[src/rtl/forth_pkg.sv]
// forth package: sizes, serial timing, word types and the core enums
`default_nettype none

package forth_pkg;

  ////////////////////
  // sizes
  ////////////////////
  localparam int data_w      = 32;
  localparam int rom_addr_w  = 6;
  localparam int stack_depth = 16;
  localparam int led_w       = 3;
  localparam int button_w    = 2;

  // 12 MHz / 625 gives 19200 baud
  localparam int clks_per_bit = 625;

  typedef logic [data_w-1:0]     word_t;
  typedef logic [rom_addr_w-1:0] rom_addr_t;

  ////////////////////
  // enums
  ////////////////////
  // opcodes used by the boot program
  typedef enum logic [7:0] {
    op_nop, op_lit, op_plus, op_minus, op_dup, op_drop, op_zero_equal,
    op_branch, op_zero_branch, op_io_led, op_io_button, op_emit
  } op_e;

  // inner interpreter states
  typedef enum logic [1:0] {
    st_fetch, st_execute
  } core_state_e;

  // one stack action per clock
  typedef enum logic [2:0] {
    stk_none, stk_push, stk_pop, stk_replace, stk_pop_replace
  } stack_op_e;

endpackage

`default_nettype wire

[src/rtl/stack_if.sv]
// data stack bus: operation and write word in, top and second entries out
`default_nettype none

interface stack_if;

  // requested action, applied on next edge
  forth_pkg::stack_op_e op;
  forth_pkg::word_t     wdata;
  // current top of stack and next on stack
  forth_pkg::word_t     tos;
  forth_pkg::word_t     nos;

  // sequencer side
  modport core (output op, output wdata, input tos, input nos);

  // storage side
  modport stack (input op, input wdata, output tos, output nos);

endinterface

`default_nettype wire

[src/rtl/boot_rom.sv]
// boot rom: threaded program with inline operands, combinational read
`default_nettype none

module boot_rom (
  input  forth_pkg::rom_addr_t rom_addr,
  output forth_pkg::word_t     rom_data
);

  ////////////////////
  // program
  ////////////////////
  always_comb begin
    // empty slots decode as nop
    rom_data = forth_pkg::word_t'(forth_pkg::op_nop);
    case (rom_addr)
      // print "?" once
      6'd0:  rom_data = forth_pkg::word_t'(forth_pkg::op_lit);
      6'd1:  rom_data = 32'd63;
      6'd2:  rom_data = forth_pkg::word_t'(forth_pkg::op_emit);
      // main loop, buttons to leds and to serial as a digit
      6'd3:  rom_data = forth_pkg::word_t'(forth_pkg::op_io_button);
      6'd4:  rom_data = forth_pkg::word_t'(forth_pkg::op_dup);
      6'd5:  rom_data = forth_pkg::word_t'(forth_pkg::op_io_led);
      6'd6:  rom_data = forth_pkg::word_t'(forth_pkg::op_lit);
      6'd7:  rom_data = 32'd48;
      6'd8:  rom_data = forth_pkg::word_t'(forth_pkg::op_plus);
      6'd9:  rom_data = forth_pkg::word_t'(forth_pkg::op_emit);
      // short countdown
      6'd10: rom_data = forth_pkg::word_t'(forth_pkg::op_lit);
      6'd11: rom_data = 32'd3;
      6'd12: rom_data = forth_pkg::word_t'(forth_pkg::op_lit);
      6'd13: rom_data = 32'd1;
      6'd14: rom_data = forth_pkg::word_t'(forth_pkg::op_minus);
      6'd15: rom_data = forth_pkg::word_t'(forth_pkg::op_dup);
      6'd16: rom_data = forth_pkg::word_t'(forth_pkg::op_zero_equal);
      6'd17: rom_data = forth_pkg::word_t'(forth_pkg::op_zero_branch);
      6'd18: rom_data = 32'd12;
      // discard spent count, next pass
      6'd19: rom_data = forth_pkg::word_t'(forth_pkg::op_drop);
      6'd20: rom_data = forth_pkg::word_t'(forth_pkg::op_branch);
      6'd21: rom_data = 32'd3;
      default: ;
    endcase
  end

endmodule

`default_nettype wire

[src/rtl/data_stack.sv]
// data stack as a circular word array with one action per clock and tos/nos exposed
`default_nettype none

module data_stack (
  input  logic    clk,
  input  logic    reset,
  stack_if.stack  stk
);

  // stack entries
  forth_pkg::word_t mem [forth_pkg::stack_depth];

  // points at the current top and wraps both ways
  logic [$clog2(forth_pkg::stack_depth)-1:0] sp;

  ////////////////////
  // read side
  ////////////////////
  assign stk.tos = mem[sp];
  assign stk.nos = mem[sp - 1'b1];

  ////////////////////
  // pointer
  ////////////////////
  always_ff @(posedge clk) begin
    if (!reset) begin
      sp <= '0;
    end else begin
      case (stk.op)
        forth_pkg::stk_push:        sp <= sp + 1'b1;
        forth_pkg::stk_pop,
        forth_pkg::stk_pop_replace: sp <= sp - 1'b1;
        default: ;
      endcase
    end
  end

  // entry writes
  always_ff @(posedge clk) begin
    case (stk.op)
      forth_pkg::stk_push:        mem[sp + 1'b1] <= stk.wdata;
      forth_pkg::stk_replace:     mem[sp] <= stk.wdata;
      // lands on the entry that becomes top
      forth_pkg::stk_pop_replace: mem[sp - 1'b1] <= stk.wdata;
      default: ;
    endcase
  end

endmodule

`default_nettype wire

[src/rtl/forth_core.sv]
// forth core: fetch/execute sequencer with led, button and emit control
`default_nettype none

module forth_core (
  input  logic                 clk,
  input  logic                 reset,
  output forth_pkg::rom_addr_t rom_addr,
  input  forth_pkg::word_t     rom_data,
  stack_if.core                stk,
  output logic                 tx_start,
  output logic [7:0]           tx_byte,
  input  logic                 tx_busy,
  input  logic                 button0,
  input  logic                 button1,
  output logic                 led_g,
  output logic                 led_b,
  output logic                 led_r
);

  forth_pkg::core_state_e state, state_next;
  forth_pkg::rom_addr_t   pc, pc_next;
  // current instruction
  forth_pkg::op_e         ir;

  // active low leds, bit 0 green, 1 blue, 2 red
  logic [forth_pkg::led_w-1:0]    led_reg;
  logic                           led_we;
  // two stage button synchronizer
  logic [forth_pkg::button_w-1:0] btn_meta;
  logic [forth_pkg::button_w-1:0] btn_sync;

  // pc already sits on the operand during execute
  assign rom_addr = pc;
  assign tx_byte  = stk.tos[7:0];
  assign led_g    = led_reg[0];
  assign led_b    = led_reg[1];
  assign led_r    = led_reg[2];

  ////////////////////
  // decode
  ////////////////////
  always_comb begin
    stk.op     = forth_pkg::stk_none;
    stk.wdata  = '0;
    tx_start   = 1'b0;
    led_we     = 1'b0;
    pc_next    = pc;
    state_next = forth_pkg::st_fetch;
    if (state == forth_pkg::st_fetch) begin
      pc_next    = pc + 1'b1;
      state_next = forth_pkg::st_execute;
    end else begin
      case (ir)
        forth_pkg::op_lit: begin
          // push inline word, step over it
          stk.op    = forth_pkg::stk_push;
          stk.wdata = rom_data;
          pc_next   = pc + 1'b1;
        end
        forth_pkg::op_plus: begin
          stk.op    = forth_pkg::stk_pop_replace;
          stk.wdata = stk.nos + stk.tos;
        end
        forth_pkg::op_minus: begin
          stk.op    = forth_pkg::stk_pop_replace;
          stk.wdata = stk.nos - stk.tos;
        end
        forth_pkg::op_dup: begin
          stk.op    = forth_pkg::stk_push;
          stk.wdata = stk.tos;
        end
        forth_pkg::op_drop: stk.op = forth_pkg::stk_pop;
        forth_pkg::op_zero_equal: begin
          // forth true is all ones
          stk.op    = forth_pkg::stk_replace;
          stk.wdata = (stk.tos == '0) ? '1 : '0;
        end
        forth_pkg::op_branch: pc_next = rom_data[forth_pkg::rom_addr_w-1:0];
        forth_pkg::op_zero_branch: begin
          // flag consumed either way
          stk.op  = forth_pkg::stk_pop;
          pc_next = (stk.tos == '0) ? rom_data[forth_pkg::rom_addr_w-1:0] : pc + 1'b1;
        end
        forth_pkg::op_io_led: begin
          stk.op = forth_pkg::stk_pop;
          led_we = 1'b1;
        end
        forth_pkg::op_io_button: begin
          stk.op    = forth_pkg::stk_push;
          stk.wdata = forth_pkg::word_t'(btn_sync);
        end
        forth_pkg::op_emit: begin
          // hold here until transmitter is idle
          if (tx_busy) begin
            state_next = forth_pkg::st_execute;
          end else begin
            tx_start = 1'b1;
            stk.op   = forth_pkg::stk_pop;
          end
        end
        default: ;
      endcase
    end
  end

  ////////////////////
  // registers
  ////////////////////
  always_ff @(posedge clk) begin
    if (!reset) begin
      state    <= forth_pkg::st_fetch;
      pc       <= '0;
      led_reg  <= '1;
      btn_meta <= '0;
      btn_sync <= '0;
    end else begin
      state    <= state_next;
      pc       <= pc_next;
      btn_meta <= {button1, button0};
      btn_sync <= btn_meta;
      if (led_we) begin
        led_reg <= ~stk.tos[forth_pkg::led_w-1:0];
      end
    end
  end

  // opcode lives in the low byte
  always_ff @(posedge clk) begin
    if (state == forth_pkg::st_fetch) begin
      ir <= forth_pkg::op_e'(rom_data[7:0]);
    end
  end

endmodule

`default_nettype wire

[src/rtl/forth_top.sv]
// forth top: boot rom, data stack, core and serial transmitter
`default_nettype none

module forth_top (
  input  logic clk,
  input  logic reset,
  input  logic button0,
  input  logic button1,
  output logic tx,
  output logic led_g,
  output logic led_b,
  output logic led_r
);

  forth_pkg::rom_addr_t rom_addr;
  forth_pkg::word_t     rom_data;
  // core to transmitter
  logic       tx_start;
  logic [7:0] tx_byte;
  logic       tx_busy;

  stack_if stk_bus ();

  boot_rom u_boot_rom (
    .rom_addr (rom_addr),
    .rom_data (rom_data)
  );

  data_stack u_data_stack (
    .clk   (clk),
    .reset (reset),
    .stk   (stk_bus.stack)
  );

  forth_core u_forth_core (
    .clk      (clk),
    .reset    (reset),
    .rom_addr (rom_addr),
    .rom_data (rom_data),
    .stk      (stk_bus.core),
    .tx_start (tx_start),
    .tx_byte  (tx_byte),
    .tx_busy  (tx_busy),
    .button0  (button0),
    .button1  (button1),
    .led_g    (led_g),
    .led_b    (led_b),
    .led_r    (led_r)
  );

  uart_tx #(
    .clks_per_bit (forth_pkg::clks_per_bit)
  ) u_uart_tx (
    .clk      (clk),
    .reset    (reset),
    .tx_start (tx_start),
    .tx_byte  (tx_byte),
    .tx_busy  (tx_busy),
    .tx       (tx)
  );

endmodule

`default_nettype wire

[src/rtl/uart_tx.sv]
// uart transmitter: start bit, 8 data bits lsb first, stop bit
`default_nettype none

module uart_tx #(
  parameter int clks_per_bit = forth_pkg::clks_per_bit
) (
  input  logic       clk,
  input  logic       reset,
  input  logic       tx_start,
  input  logic [7:0] tx_byte,
  output logic       tx_busy,
  output logic       tx
);

  // clocks within current bit
  logic [$clog2(clks_per_bit)-1:0] clk_cnt;
  // 0 start, 1..8 data, 9 stop
  logic [3:0] bit_cnt;
  // byte plus stop bit, shifted out lsb first
  logic [8:0] shreg;
  logic       bit_end;

  assign bit_end = (clk_cnt == $bits(clk_cnt)'(clks_per_bit - 1));

  ////////////////////
  // frame control
  ////////////////////
  always_ff @(posedge clk) begin
    if (!reset) begin
      tx      <= 1'b1;
      tx_busy <= 1'b0;
      clk_cnt <= '0;
      bit_cnt <= '0;
    end else if (!tx_busy) begin
      // idle, line high
      if (tx_start) begin
        tx_busy <= 1'b1;
        tx      <= 1'b0;
        clk_cnt <= '0;
        bit_cnt <= '0;
      end
    end else if (bit_end) begin
      clk_cnt <= '0;
      if (bit_cnt == 4'd9) begin
        // stop bit done, tx already high
        tx_busy <= 1'b0;
      end else begin
        tx      <= shreg[0];
        bit_cnt <= bit_cnt + 1'b1;
      end
    end else begin
      clk_cnt <= clk_cnt + 1'b1;
    end
  end

  // shifter, ones fill in behind the byte
  always_ff @(posedge clk) begin
    if (tx_start && !tx_busy) begin
      shreg <= {1'b1, tx_byte};
    end else if (tx_busy && bit_end && bit_cnt != 4'd9) begin
      shreg <= {1'b1, shreg[8:1]};
    end
  end

endmodule

`default_nettype wire

[config.mk]
export PLATFORM = sky130hd
export DESIGN_NAME = forth_top
export DESIGN_NICKNAME = d
export VERILOG_FILES = /design/src/rtl/forth_pkg.sv /design/src/rtl/stack_if.sv /design/src/rtl/boot_rom.sv /design/src/rtl/data_stack.sv /design/src/rtl/forth_core.sv /design/src/rtl/forth_top.sv /design/src/rtl/uart_tx.sv
export SDC_FILE = /design/constraint.sdc
export NUM_CORES = 1
export LEC_CHECK = 0
export BUFFER_PORTS_ARGS = -buffer_cell sky130_fd_sc_hd__buf_4
export CAP_MARGIN = 20
export CORE_MARGIN = 8
export CORE_UTILIZATION = 55
export CTS_BUF_LIST = sky130_fd_sc_hd__clkbuf_2
export DETAILED_ROUTE_END_ITERATION = 8
export PLACE_DENSITY = 0.76
export REMOVE_ABC_BUFFERS = 1
export SYNTH_ARGS = -nofsm -noshare
export SYNTH_HDL_FRONTEND = slang
export SYNTH_SLANG_ARGS = --single-unit
[constraint.sdc]
create_clock -name clk -period 8.4 [get_ports clk]
set_input_delay 1.26 -clock clk [delete_from_list [all_inputs] [get_ports clk]]
set_output_delay 1.26 -clock clk [all_outputs]
set_load 0.01 [all_outputs]
-- After elaboration in Yosys (flattened, before gate mapping)
Memories as Yosys holds them, arrays and structs flattened. A register that Yosys moved wholly into a read port is not among the register bits.
Index checks and enable logic that the tools add are counted.
- bits in registers: 51
- bits in latches: 0
- RAM bits: 512
- memory bits (read-only): 0
- output and inout port bits: 4
- logic and storage cells: 138
- memories kept: 1
- add/subtract/negate cells: 7
- multipliers: 0
- div/mod/pow operators: 0
- order comparisons: 0
- equality and inequality tests: 41
- shift-type cells: 0
- muxes and demuxes: 50
- bitwise operators: 3
- reductions and logical operators: 23
- memories (memory ; depth ; width ; rd ports ; clocked after memory_dff ; write ports ; RTL line ; source):
    u_data_stack.mem ; 16 ; 32 ; 2 ; 1 ; 1 ; data_stack.sv:11 ; forth_pkg::word_t mem [forth_pkg::stack_depth];
- operators by type and width (cell ; number):
    one-hot mux 32 bit (6 select lines) ; 1
    two-way mux 32 bit ; 4
    one-hot mux 6 bit (14 select lines) ; 1
    OR reduction 32 bit ; 2
    == test 6 x 4 -> 1 bit, second input constant ; 8
    == test 6 x 5 -> 1 bit, second input constant ; 6
    adder 32 bit ; 1
    == test 8 x 3 -> 1 bit, second input constant ; 4
    == test 8 x 4 -> 1 bit, second input constant ; 4
    zero test 32 bit ; 1
    two-way mux 4 bit ; 8
    subtractor 32 bit ; 1
    two-way mux 10 bit ; 3
    == test 6 x 3 -> 1 bit, second input constant ; 4
    two-way mux 1 bit ; 24
    one-hot mux 6 bit (3 select lines) ; 1
    == test 8 x 2 -> 1 bit, second input constant ; 2
    two-way mux 8 bit ; 2
    one-hot mux 3 bit (5 select lines) ; 1
    == test 6 x 2 -> 1 bit, second input constant ; 2
    two-way mux 6 bit ; 2
    OR reduction 3 bit ; 4
    adder 10 x 1 -> 10 bit, second input constant ; 1
    == test 10 bit, second input constant ; 1
    25 further kinds ; 36

-- Logic depth before layout (Yosys ltp)
Gate-level depths: netlist of the first run.
- word-level depth: 10
- gate-level depth with buffers: 25
- depth with buffers taken out: 21

-- Cells and area by module
A second synthesis of the first run with hierarchy kept.
- cells, all modules: 1981
- area, all modules: 29871.1 µm²
- by module, submodules not included (module ; times used ; cells an instance ; area each (µm²)):
    data_stack ; 1 ; 1184 ; 23940.5
    forth_core ; 1 ; 590 ; 4190.3
    uart_tx ; 1 ; 140 ; 1244.9
    boot_rom ; 1 ; 67 ; 495.5

-- Worst setup path before layout of the first run
Ideal clock, no wire load.
- kind: register to register
- start point: register u_data_stack.sp[0] (netlist bit)
- end point: memory u_data_stack.mem[0][15] (netlist bit) (data pin)
- library setup time: 0.302 ns
- arrival: 6.079 ns
- data required time: 8.098 ns
- path slack: 2.018 ns
- stages on the path, launching flop included: 20
- path buffers: 6
- period minus slack after synthesis: 6.382 ns
- path through: dfxtp_1 -> clkbuf_1 -> clkbuf_1 -> clkbuf_1 -> inv_1 -> ha_1 -> clkbuf_1 -> clkbuf_1 -> clkbuf_1 -> mux4_2 -> mux4_2 -> ha_1 -> a2111oi_0 -> a21oi_1 -> a21o_1 -> a311o_1 -> a31oi_1 -> xnor2_1 -> nand2_1 -> a31oi_1
- longest elaborated chain between the ends: 7
- ends and longest elaborated chain (element ; RTL line ; source):
    start, declared ; data_stack.sv:14 ; logic [$clog2(forth_pkg::stack_depth)-1:0] sp;
    start signal, assigned ; data_stack.sv:30 ; forth_pkg::stk_push: sp <= sp + 1'b1;
    start signal, assigned ; data_stack.sv:32 ; forth_pkg::stk_pop_replace: sp <= sp - 1'b1;
    subtractor 4 x 1 -> 4 bit * ; data_stack.sv:20 ; assign stk.nos = mem[sp - 1'b1];
    memory (16 x 32 bit) * ; n/a ;
    subtractor 32 bit or adder 32 bit (tied branches) ; forth_core.sv:66, forth_core.sv:62 ;
    one-hot mux 32 bit (6 select lines) * ; forth_core.sv:53 ; case (ir)
    two-way mux 32 bit * ; forth_core.sv:49 ; if (state == forth_pkg::st_fetch) begin
    net stk_bus.wdata[15] ; stack_if.sv:8 ; forth_pkg::word_t wdata;
    two-way mux 32 bit (no source line) ; n/a ;
    two-way mux 32 bit (no source line) * ; n/a ;
    end, declared ; data_stack.sv:11 ;
The timed path passes the listed nets; every way through them passes the cells marked *.

==> results by group, run 1 <==
Timing
  • Actual slew at the worst max-slew pin: 1.17 ns
  • Final Max Slew Viols: 0
  • Hold slack: 0.172 ns
  • Minimum clock period: 7.17 ns
  • Final Cycle Share: 0.854
  • RSZ-0062 raised after global routing: no
  • Fin. Hold Viols: 0
  • Fmax: 0.139 GHz
  • Slew margin rel.: 0.217
  • Final setup violation count: 0
  • Post-Route Skew: 0.108 ns
  • Setup TNS after final layout: 0 ns

Placed design
  • Post-DP HPWL: 45100 um
  • Port bufs: 7
  • Gpl congestion: 0.913
  • DP Area: 0.0297 mm^2

Floorplan
  • Row count: 83
  • Starting density of the core: 0.557
  • Die ar.: 0.0598 mm^2
  • IO Count: 8
  • Chip Width: 244 um
  • Die Ht: 244 um
  • Placeable core area: 0.0515 mm^2

Critical path
  • CP Cell Sequence: nor2_2, a22oi_1, nand2_1, inv_1, ha_1, nor3b_2, and2_1, nand2_1, o21ai_0, xor2_1, ha_1, and2_1, and4_1, o21ai_0, a211o_1, a211oi_1, nor2_1, a21oi_1, a311oi_1, xnor2_1, o21ai_1
  • CP endpoint kind: flip-flop
  • Crit path DAT: 8.08 ns
  • Max stage delay cell, worst path: dfxtp_2
  • Critical Path Max Stage Delay: 0.98 ns
  • CP Launch Type: flip-flop
  • Critical Path Fanout Max: 32
  • CP required: 9.30 ns
  • Critical path class: flip-flop to flip-flop

Synth
  • Synth Area in Adders: 0.0190
  • Main combinational cell family by area after synthesis: multiplexers
  • Syn avg cell area: 16.6 um^2
  • Synth Area in Simple Gates: 0.0601
  • Synthesized area: 0.0287 mm^2
  • Seq/Total Area, Yosys: 0.576
  • Yosys warning count: 0
  • Post-synth EDFFs: 525
  • Synth Instances: 1733
  • Post-synthesis mux area share: 0.238
  • Distinct cell type count after synthesis: 83
  • #FFs+latches synth: 563
  • Synth Area in XOR/XNOR: 0.0204
  • Synth async-reset ratio: 0
  • Synth Area in Compound Gates: 0.0651
  • Post-synth top flop: edfxtp_1

Clock tree
  • Post-CTS Setup Bufs: 0
  • H-Tree Depth: 4
  • CTS tree: yes
  • CTS Sinks: 563
  • Clock Latency Late Sink: 1.32 ns
  • PostCTS Resize Cnt: 0
  • TritonCTS buffer count: 138
  • CTS Buffer Depth: 3
  • Clock root cell: clkbuf_2
  • Hold_buf cts: 0
  • Clk pin slew, worst setup/hold paths: 0.09 ns

Final layout
  • Fraction of layout cells with a size suffix above 1: 0.332
  • Largest register FFs: 512
  • Regs by FF count: u_data_stack.mem: 512 flops, u_uart_tx.clk_cnt: 10 flops, u_uart_tx.shreg: 8 flops
  • Final core utilization: 0.603
  • # nets final: 1888
  • P&R area growth vs syn: 8.18%
  • Final instance area: 0.0311 mm^2
  • Largest register by flop count: u_data_stack.mem

Outcome
  • Status: complete, no violations

Flow run
  • Max-cap violation count: 0

Pwr
  • Power per Cell Area: 355 mW/mm^2
  • Leak: 9.19 nW
  • P_int: 6.45 mW
  • Switching share of power: 0.414
  • Clock Power Share: 0.167
  • Logic pwr share: 0.521
  • Sequential share of power: 0.312
  • Total power: 11.0 mW
  • VDD IR max: 0.248 mV
  • Switch Pwr: 4.56 mW

Global route
  • Vias in the first global route: 18500
  • Initial antenna violation count: 1
  • Largest net degree at the start of global routing: 108
  • Global-route wire length before repair: 113000 um
  • All-Layer GR Usage: 0.252
  • Remaining Overflow, GRT: 0

Route
  • 1st-iter DRT viols: 2421
  • Total Routed Length: 75200 um
  • DRT Pass-1 Iters: 8
  • WL per Instance: 28.7 um
  • DRT antenna net count: 0
  • Routed via count: 18500
  • Vias per cell: 7.05
  • # DRC: 0

Worst hold path
  • Min-delay src: button0
  • Worst hold path type: primary input to flip-flop
-- cell usage in the layout, fill, tap and decap left out, types with 9 or more instances in the layout --
cell type	count
edfxtp_1	525
ha_1	41
a31oi_1	18
and2_1	11
clkbuf_2	196
nor3_2	17
dfxtp_1	34
nand2b_1	12
xnor2_1	40
inv_1	27
o21ai_1	9
mux4_2	296
nor3_1	20
nand2_1	100
and3_1	11
nor2_1	61
buf_4	72
a21o_1	9
a21oi_1	95
o21ai_0	41
xor2_1	25
clkinv_1	20
nand3_1	21
nor2b_1	15
a22oi_1	54
-- per-stage QoR --
step,setup WS [ns],cells
floorplan,-4.76,1623
global placement,1.52,2363
detailed placement,1.35,2364
CTS,1.32,2600
global route,0.750,2618
finish,1.23,2618
-- layer usage --
metal,track usage,part of all wire,vias to the layer above
met1,0.329,0.37,9370
met4,0.116,0.038,0
met5,0,0,-
met3,0.0626,0.11,234
met2,0.399,0.48,1340
li1,-,-,7524
-- power groups by stage --
stage	clock, mW	combinational, mW	sequential, mW
finish	1.84	5.74	3.43
global route	2.03	6.12	3.46
CTS	1.89	5.63	3.43
detailed placement	0	5.59	3.49
global placement	0	5.50	3.48
floorplan	0	4.32	3.59
-- worst max-delay path, delay by kind of cell (launching register included) --
kind,cells,cell delay [ns]
buffers and inverters,1,0.15
flip-flops,1,0.98
adder cells (fa/ha/maj),2,0.57
AND/OR/NAND/NOR,8,2.08
AO/OA/AOI/OAI,8,2.71
XOR/XNOR,2,0.26
-- kinds of logic (layout without fill, tap and decap cells) --
logic type	Yosys count	in the layout
AOI/OAI and AO/OA	289	289
muxes	305	305
adders and majority gates	43	43
DFF	563	563
buffers and inverters	137	341
xor gates and xnor gates	67	67
and+or+nand+nor	329	329
other	0	1
-- area by class of cell --
cell class / count / area [um^2]
diodes: 1 / 2.50
clock buffers: 196 / 981
clock inverters: 40 / 277
fillers: 3769 / 20500
inverters: 27 / 101
multi-input cells: 1033 / 11700
flip-flops and latches: 563 / 16500
well taps: 680 / 851
repair buffers: 78 / 639
-- Yosys cell counts (all sizes together), types with 3 or more instances --
library cell | count | share of area
edfxtp | 525 | 0.55
nor2 | 62 | 0.0081
dfxtp | 38 | 0.026
o31ai | 5 | 0.0013
o21ai | 50 | 0.0087
a221oi | 4 | 0.0014
ha | 42 | 0.018
nor3 | 37 | 0.0066
nand2b | 12 | 0.0026
mux4 | 300 | 0.24
a21o | 9 | 0.0024
nand2 | 104 | 0.014
o221ai | 3 | 0.00092
or3 | 8 | 0.0017
nand3b | 9 | 0.0025
mux2i | 4 | 0.0014
nand4 | 7 | 0.0020
a21oi | 95 | 0.017
a22o | 3 | 0.00092
and2 | 11 | 0.0024
buf | 38 | 0.0091
o22ai | 5 | 0.0011
or2 | 8 | 0.0017
o211ai | 8 | 0.0021
nor2b | 15 | 0.0033
a211oi | 3 | 0.00078
nor3b | 3 | 0.00096
clkbuf | 72 | 0.0095
nor4 | 11 | 0.0049
a31oi | 18 | 0.0039
a22oi | 55 | 0.015
and3 | 11 | 0.0024
o21a | 4 | 0.0010
xor2 | 25 | 0.0076
xnor2 | 42 | 0.013
nand3 | 21 | 0.0037
inv | 27 | 0.0035
or4 | 3 | 0.00092
-- path summary, 6_finish.rpt --
check                                                 to  slack (ns)  cells past startpoint
worst max-delay path             u_data_stack.mem[0][31]        1.23                     21
worst min-delay path            u_forth_core.btn_meta[0]        0.17                      2
worst max register to register   u_data_stack.mem[0][31]        1.23                     21
worst min register to register  u_forth_core.btn_sync[1]        0.46                      1
(Power assumes the default switching activity.)
==> run 2: changes to the inputs <==
--- a/config.mk
+++ b/config.mk
@@ -5,7 +5,7 @@
 export SDC_FILE = /design/constraint.sdc
 export NUM_CORES = 1
 export LEC_CHECK = 0
-export BUFFER_PORTS_ARGS = -buffer_cell sky130_fd_sc_hd__buf_4
+export BUFFER_PORTS_ARGS = -buffer_cell sky130_fd_sc_hd__buf_2
 export CAP_MARGIN = 20
 export CORE_MARGIN = 8
 export CORE_UTILIZATION = 55
@@ -13,6 +13,7 @@
 export DETAILED_ROUTE_END_ITERATION = 8
 export PLACE_DENSITY = 0.76
 export REMOVE_ABC_BUFFERS = 1
+export SLEW_MARGIN = 20
 export SYNTH_ARGS = -nofsm -noshare
 export SYNTH_HDL_FRONTEND = slang
 export SYNTH_SLANG_ARGS = --single-unit
==> results by group, run 2 (synthesis gave the netlist of run 1 again) <==
Global route
  • Largest net degree at the start of global routing: 67 (was 108)
  • Remaining Overflow, GRT: 0 (unchanged)
  • Vias in the first global route: 18500 (about the same)
  • Initial antenna violation count: 1 (unchanged)
  • All-Layer GR Usage: 0.256 (was 0.252)
  • Global-route wire length before repair: 115000 um (was 113000 um)

Critical path
  • CP endpoint kind: flip-flop (unchanged)
  • Critical Path Max Stage Delay: 0.90 ns (was 0.98 ns)
  • Reg2Reg Depth: 20 (was 21)
  • Critical path class: flip-flop to flip-flop (unchanged)
  • Worst reg2reg endpoint: u_data_stack.mem[14][29] (was u_data_stack.mem[0][31])
  • CP Cell Sequence: buf_4, mux4_2, a22oi_1, nand2_1, nor3b_2, and2_1, nand2_1, o21ai_0, xor2_1, ha_1, and2_1, and4_1, o21ai_0, a211o_1, a211oi_1, nor2_1, a21oi_1, a31oi_1, xor2_1, o22ai_1 (was nor2_2, a22oi_1, nand2_1, inv_1, ha_1, nor3b_2, and2_1, nand2_1, o21ai_0, xor2_1, ha_1, and2_1, and4_1, o21ai_0, a211o_1, a211oi_1, nor2_1, a21oi_1, a311oi_1, xnor2_1, o21ai_1)
  • Crit path max-delay family: compound AO/OA/AOI/OAI gates (unchanged)
  • CP required: 9.33 ns (was 9.30 ns)
  • Flop-to-flop setup slack: 1.05 ns (was 1.23 ns)
  • Crit path DAT: 8.28 ns (was 8.08 ns)
  • Critical Path Fanout Max: 39 (was 32)
  • CP Launch Type: flip-flop (unchanged)
  • Max stage delay cell, worst path: dfxtp_4 (was dfxtp_2)
  • WP buf/inv: 1 (unchanged)

Route
  • DRT antenna net count: 0 (unchanged)
  • Total Routed Length: 75900 um (was 75200 um)
  • Routed via count: 18400 (was 18500)
  • Vias per cell: 7.01 (was 7.05)
  • DRT Pass-1 Iters: 6 (was 8)
  • WL per Instance: 28.9 um (was 28.7 um)
  • # DRC: 0 (unchanged)
  • 1st-iter DRT viols: 2494 (was 2421)

Placed design
  • Port bufs: 7 (unchanged)
  • DP Cell Count: 2372 (was 2364)
  • Post-DP HPWL: 46700 um (was 45100 um)
  • Gpl congestion: 0.945 (was 0.913)
  • DP Area: 0.0297 mm^2 (about the same)

Worst hold path
  • WHS Endpoint: u_forth_core.rom_addr[0] (was u_forth_core.btn_meta[0])
  • Worst hold path type: primary input to flip-flop (unchanged)
  • WHS Path Cells: 3 (was 2)
  • Min-delay src: reset (was button0)

Timing
  • Final Cycle Share: 0.875 (was 0.854)
  • RSZ-0062 raised after global routing: no (unchanged)
  • Post-Route Skew: 0.104 ns (was 0.108 ns)
  • Hold slack: 0.260 ns (was 0.172 ns)
  • Fmax: 0.136 GHz (was 0.139 GHz)
  • Actual slew at the worst max-slew pin: 1.11 ns (was 1.17 ns)
  • Setup TNS after final layout: 0 ns (unchanged)
  • Final setup violation count: 0 (unchanged)
  • Fin. Hold Viols: 0 (unchanged)
  • Final Max Slew Viols: 0 (unchanged)
  • Slew margin rel.: 0.240 (was 0.217)
  • Minimum clock period: 7.35 ns (was 7.17 ns)

Pwr
  • Switch Pwr: 4.56 mW (about the same)
  • Logic pwr share: 0.523 (was 0.521)
  • Switching share of power: 0.412 (was 0.414)
  • P_int: 6.51 mW (was 6.45 mW)
  • Sequential share of power: 0.306 (was 0.312)
  • Clock Power Share: 0.171 (was 0.167)
  • VDD IR max: 0.249 mV (was 0.248 mV)
  • Leak: 9.18 nW (was 9.19 nW)
  • Power per Cell Area: 356 mW/mm^2 (was 355 mW/mm^2)

Final layout
  • Commonest non-fill, non-tap cell in the layout: edfxtp_1 (unchanged)
  • Final instance area: 0.0311 mm^2 (about the same)
  • # nets final: 1884 (was 1888)
  • P&R area growth vs syn: 8.46% (was 8.18%)
  • Fraction of layout cells with a size suffix above 1: 0.337 (was 0.332)
  • Commonest non-fill, non-tap cells in the layout: 525 x edfxtp_1, 296 x mux4_2, 199 x clkbuf_2 (was 525 x edfxtp_1, 296 x mux4_2, 196 x clkbuf_2)
  • Final core utilization: 0.605 (was 0.603)
  • Regs by FF count: u_data_stack.mem: 512 flops, u_uart_tx.clk_cnt: 10 flops, u_uart_tx.shreg: 8 flops (unchanged)
  • Largest register by flop count: u_data_stack.mem (unchanged)
  • Largest register FFs: 512 (unchanged)
  • Fill count: 3816 (was 3769)
  • Non-Filler Instances: 2625 (was 2618)

Clock tree
  • Post-CTS Setup Bufs: 0 (unchanged)
  • Clock root cell: clkbuf_2 (unchanged)
  • CTS Buffer Depth: 3 (unchanged)
  • PostCTS Resize Cnt: 0 (unchanged)
  • H-Tree Depth: 4 (unchanged)
  • TritonCTS buffer count: 140 (was 138)
  • Clock Latency Late Sink: 1.36 ns (was 1.32 ns)
  • CTS tree: yes (unchanged)
  • Clk pin slew, worst setup/hold paths: 0.11 ns (was 0.09 ns)
  • CTS Sinks: 563 (unchanged)

Floorplan
  • IO Count: 8 (unchanged)
  • Die ar.: 0.0598 mm^2 (unchanged)
  • Row count: 83 (unchanged)
  • Placeable core area: 0.0515 mm^2 (unchanged)
  • Starting density of the core: 0.557 (unchanged)
  • Die Ht: 244 um (unchanged)
  • Chip Width: 244 um (unchanged)

Outcome
  • Status: complete, no violations (unchanged)

Flow run
  • Max-cap violation count: 0 (unchanged)
[run 2: changes by cell type in the layout (fill, tap and decap cells not counted), moves of 3 or more]
cell,change
a31oi_2,+5
a21oi_2,+13
diode_2,+4
clkinv_4,-5
a21oi_1,-13
buf_4,-12
clkbuf_2,+3
a31oi_1,-5
buf_2,+7
clkinv_1,+10
[run 2: worst max path at each step]
| stage | endpoint | cells after the start | slack (ns) |
|---|---|---|---|
| 6_report | u_data_stack.mem[14][29] | 20 | 1.05 |
| 4_1_cts | u_data_stack.mem[1][15] | 17 | 1.06 |
| 5_1_grt | u_data_stack.mem[14][29] | 20 | 0.64 |
| 3_5_place_dp | u_data_stack.mem[8][15] | 17 | 1.07 |
| 3_3_place_gp | u_data_stack.mem[10][27] | 20 | 1.27 |
| 2_1_floorplan | u_data_stack.mem[0][20] | 15 | -4.76 |
[run 2: routing by layer]
| layer | wire (um) | track usage | vias to the layer above |
|---|---|---|---|
| li1 | - | - | 7536 |
| met1 | 28100 | 0.334 | 9305 |
| met2 | 35600 | 0.391 | 1280 |
| met3 | 8380 | 0.0753 | 272 |
| met4 | 3780 | 0.131 | 0 |
| met5 | 0 | 0 | - |
[run 2: area by class of cell]
type | instances | area [um^2] | share of cell area
Sequential cell | 563 | 16500 | 0.531
Multi-Input combinational cell | 1033 | 11800 | 0.378
Clock buffer | 199 | 996 | 0.0320
Tap cell | 680 | 851 | 0.0273
Timing Repair Buffer | 72 | 553 | 0.0178
Clock inverter | 46 | 325 | 0.0104
Inverter | 27 | 101 | 0.00325
Antenna cell | 5 | 12.5 | 0.000402
[run 2: worst register-to-register path: stages (launching register included)]
cell,delay (ns)
dfxtp_4,0.90
buf_4,0.47
mux4_2,0.57
a22oi_1,0.22
nand2_1,0.26
nor3b_2,0.44
and2_1,0.27
nand2_1,0.09
o21ai_0,0.23
xor2_1,0.14
ha_1,0.38
and2_1,0.24
and4_1,0.21
o21ai_0,0.09
a211o_1,0.28
a211oi_1,0.50
nor2_1,0.15
a21oi_1,0.39
a31oi_1,0.16
xor2_1,0.16
o22ai_1,0.82
[run 2: power by group through the flow]
stage / clock (mW) / sequential [mW] / combinational, mW
after global routing: 2.08 / 3.41 / 6.19
after CTS: 1.94 / 3.39 / 5.66
after detailed placement: 0 / 3.45 / 5.64
after global placement: 0 / 3.44 / 5.55
final: 1.89 / 3.39 / 5.79
after floorplan: 0 / 3.59 / 4.32
[run 2: timing repair]
action | CTS | global route
endpoints found under the hold margin | 2 | 0
hold buffers | 2 | 0
setup endpoints to repair | 0 | 0
[run 2: through the flow]
stage	setup WS (ns)	power, mW
floorplan	-4.76	7.91
global placement	1.27	9.00
detailed placement	1.07	9.09
CTS	1.06	11.0
global route	0.636	11.7
finish	1.05	11.1
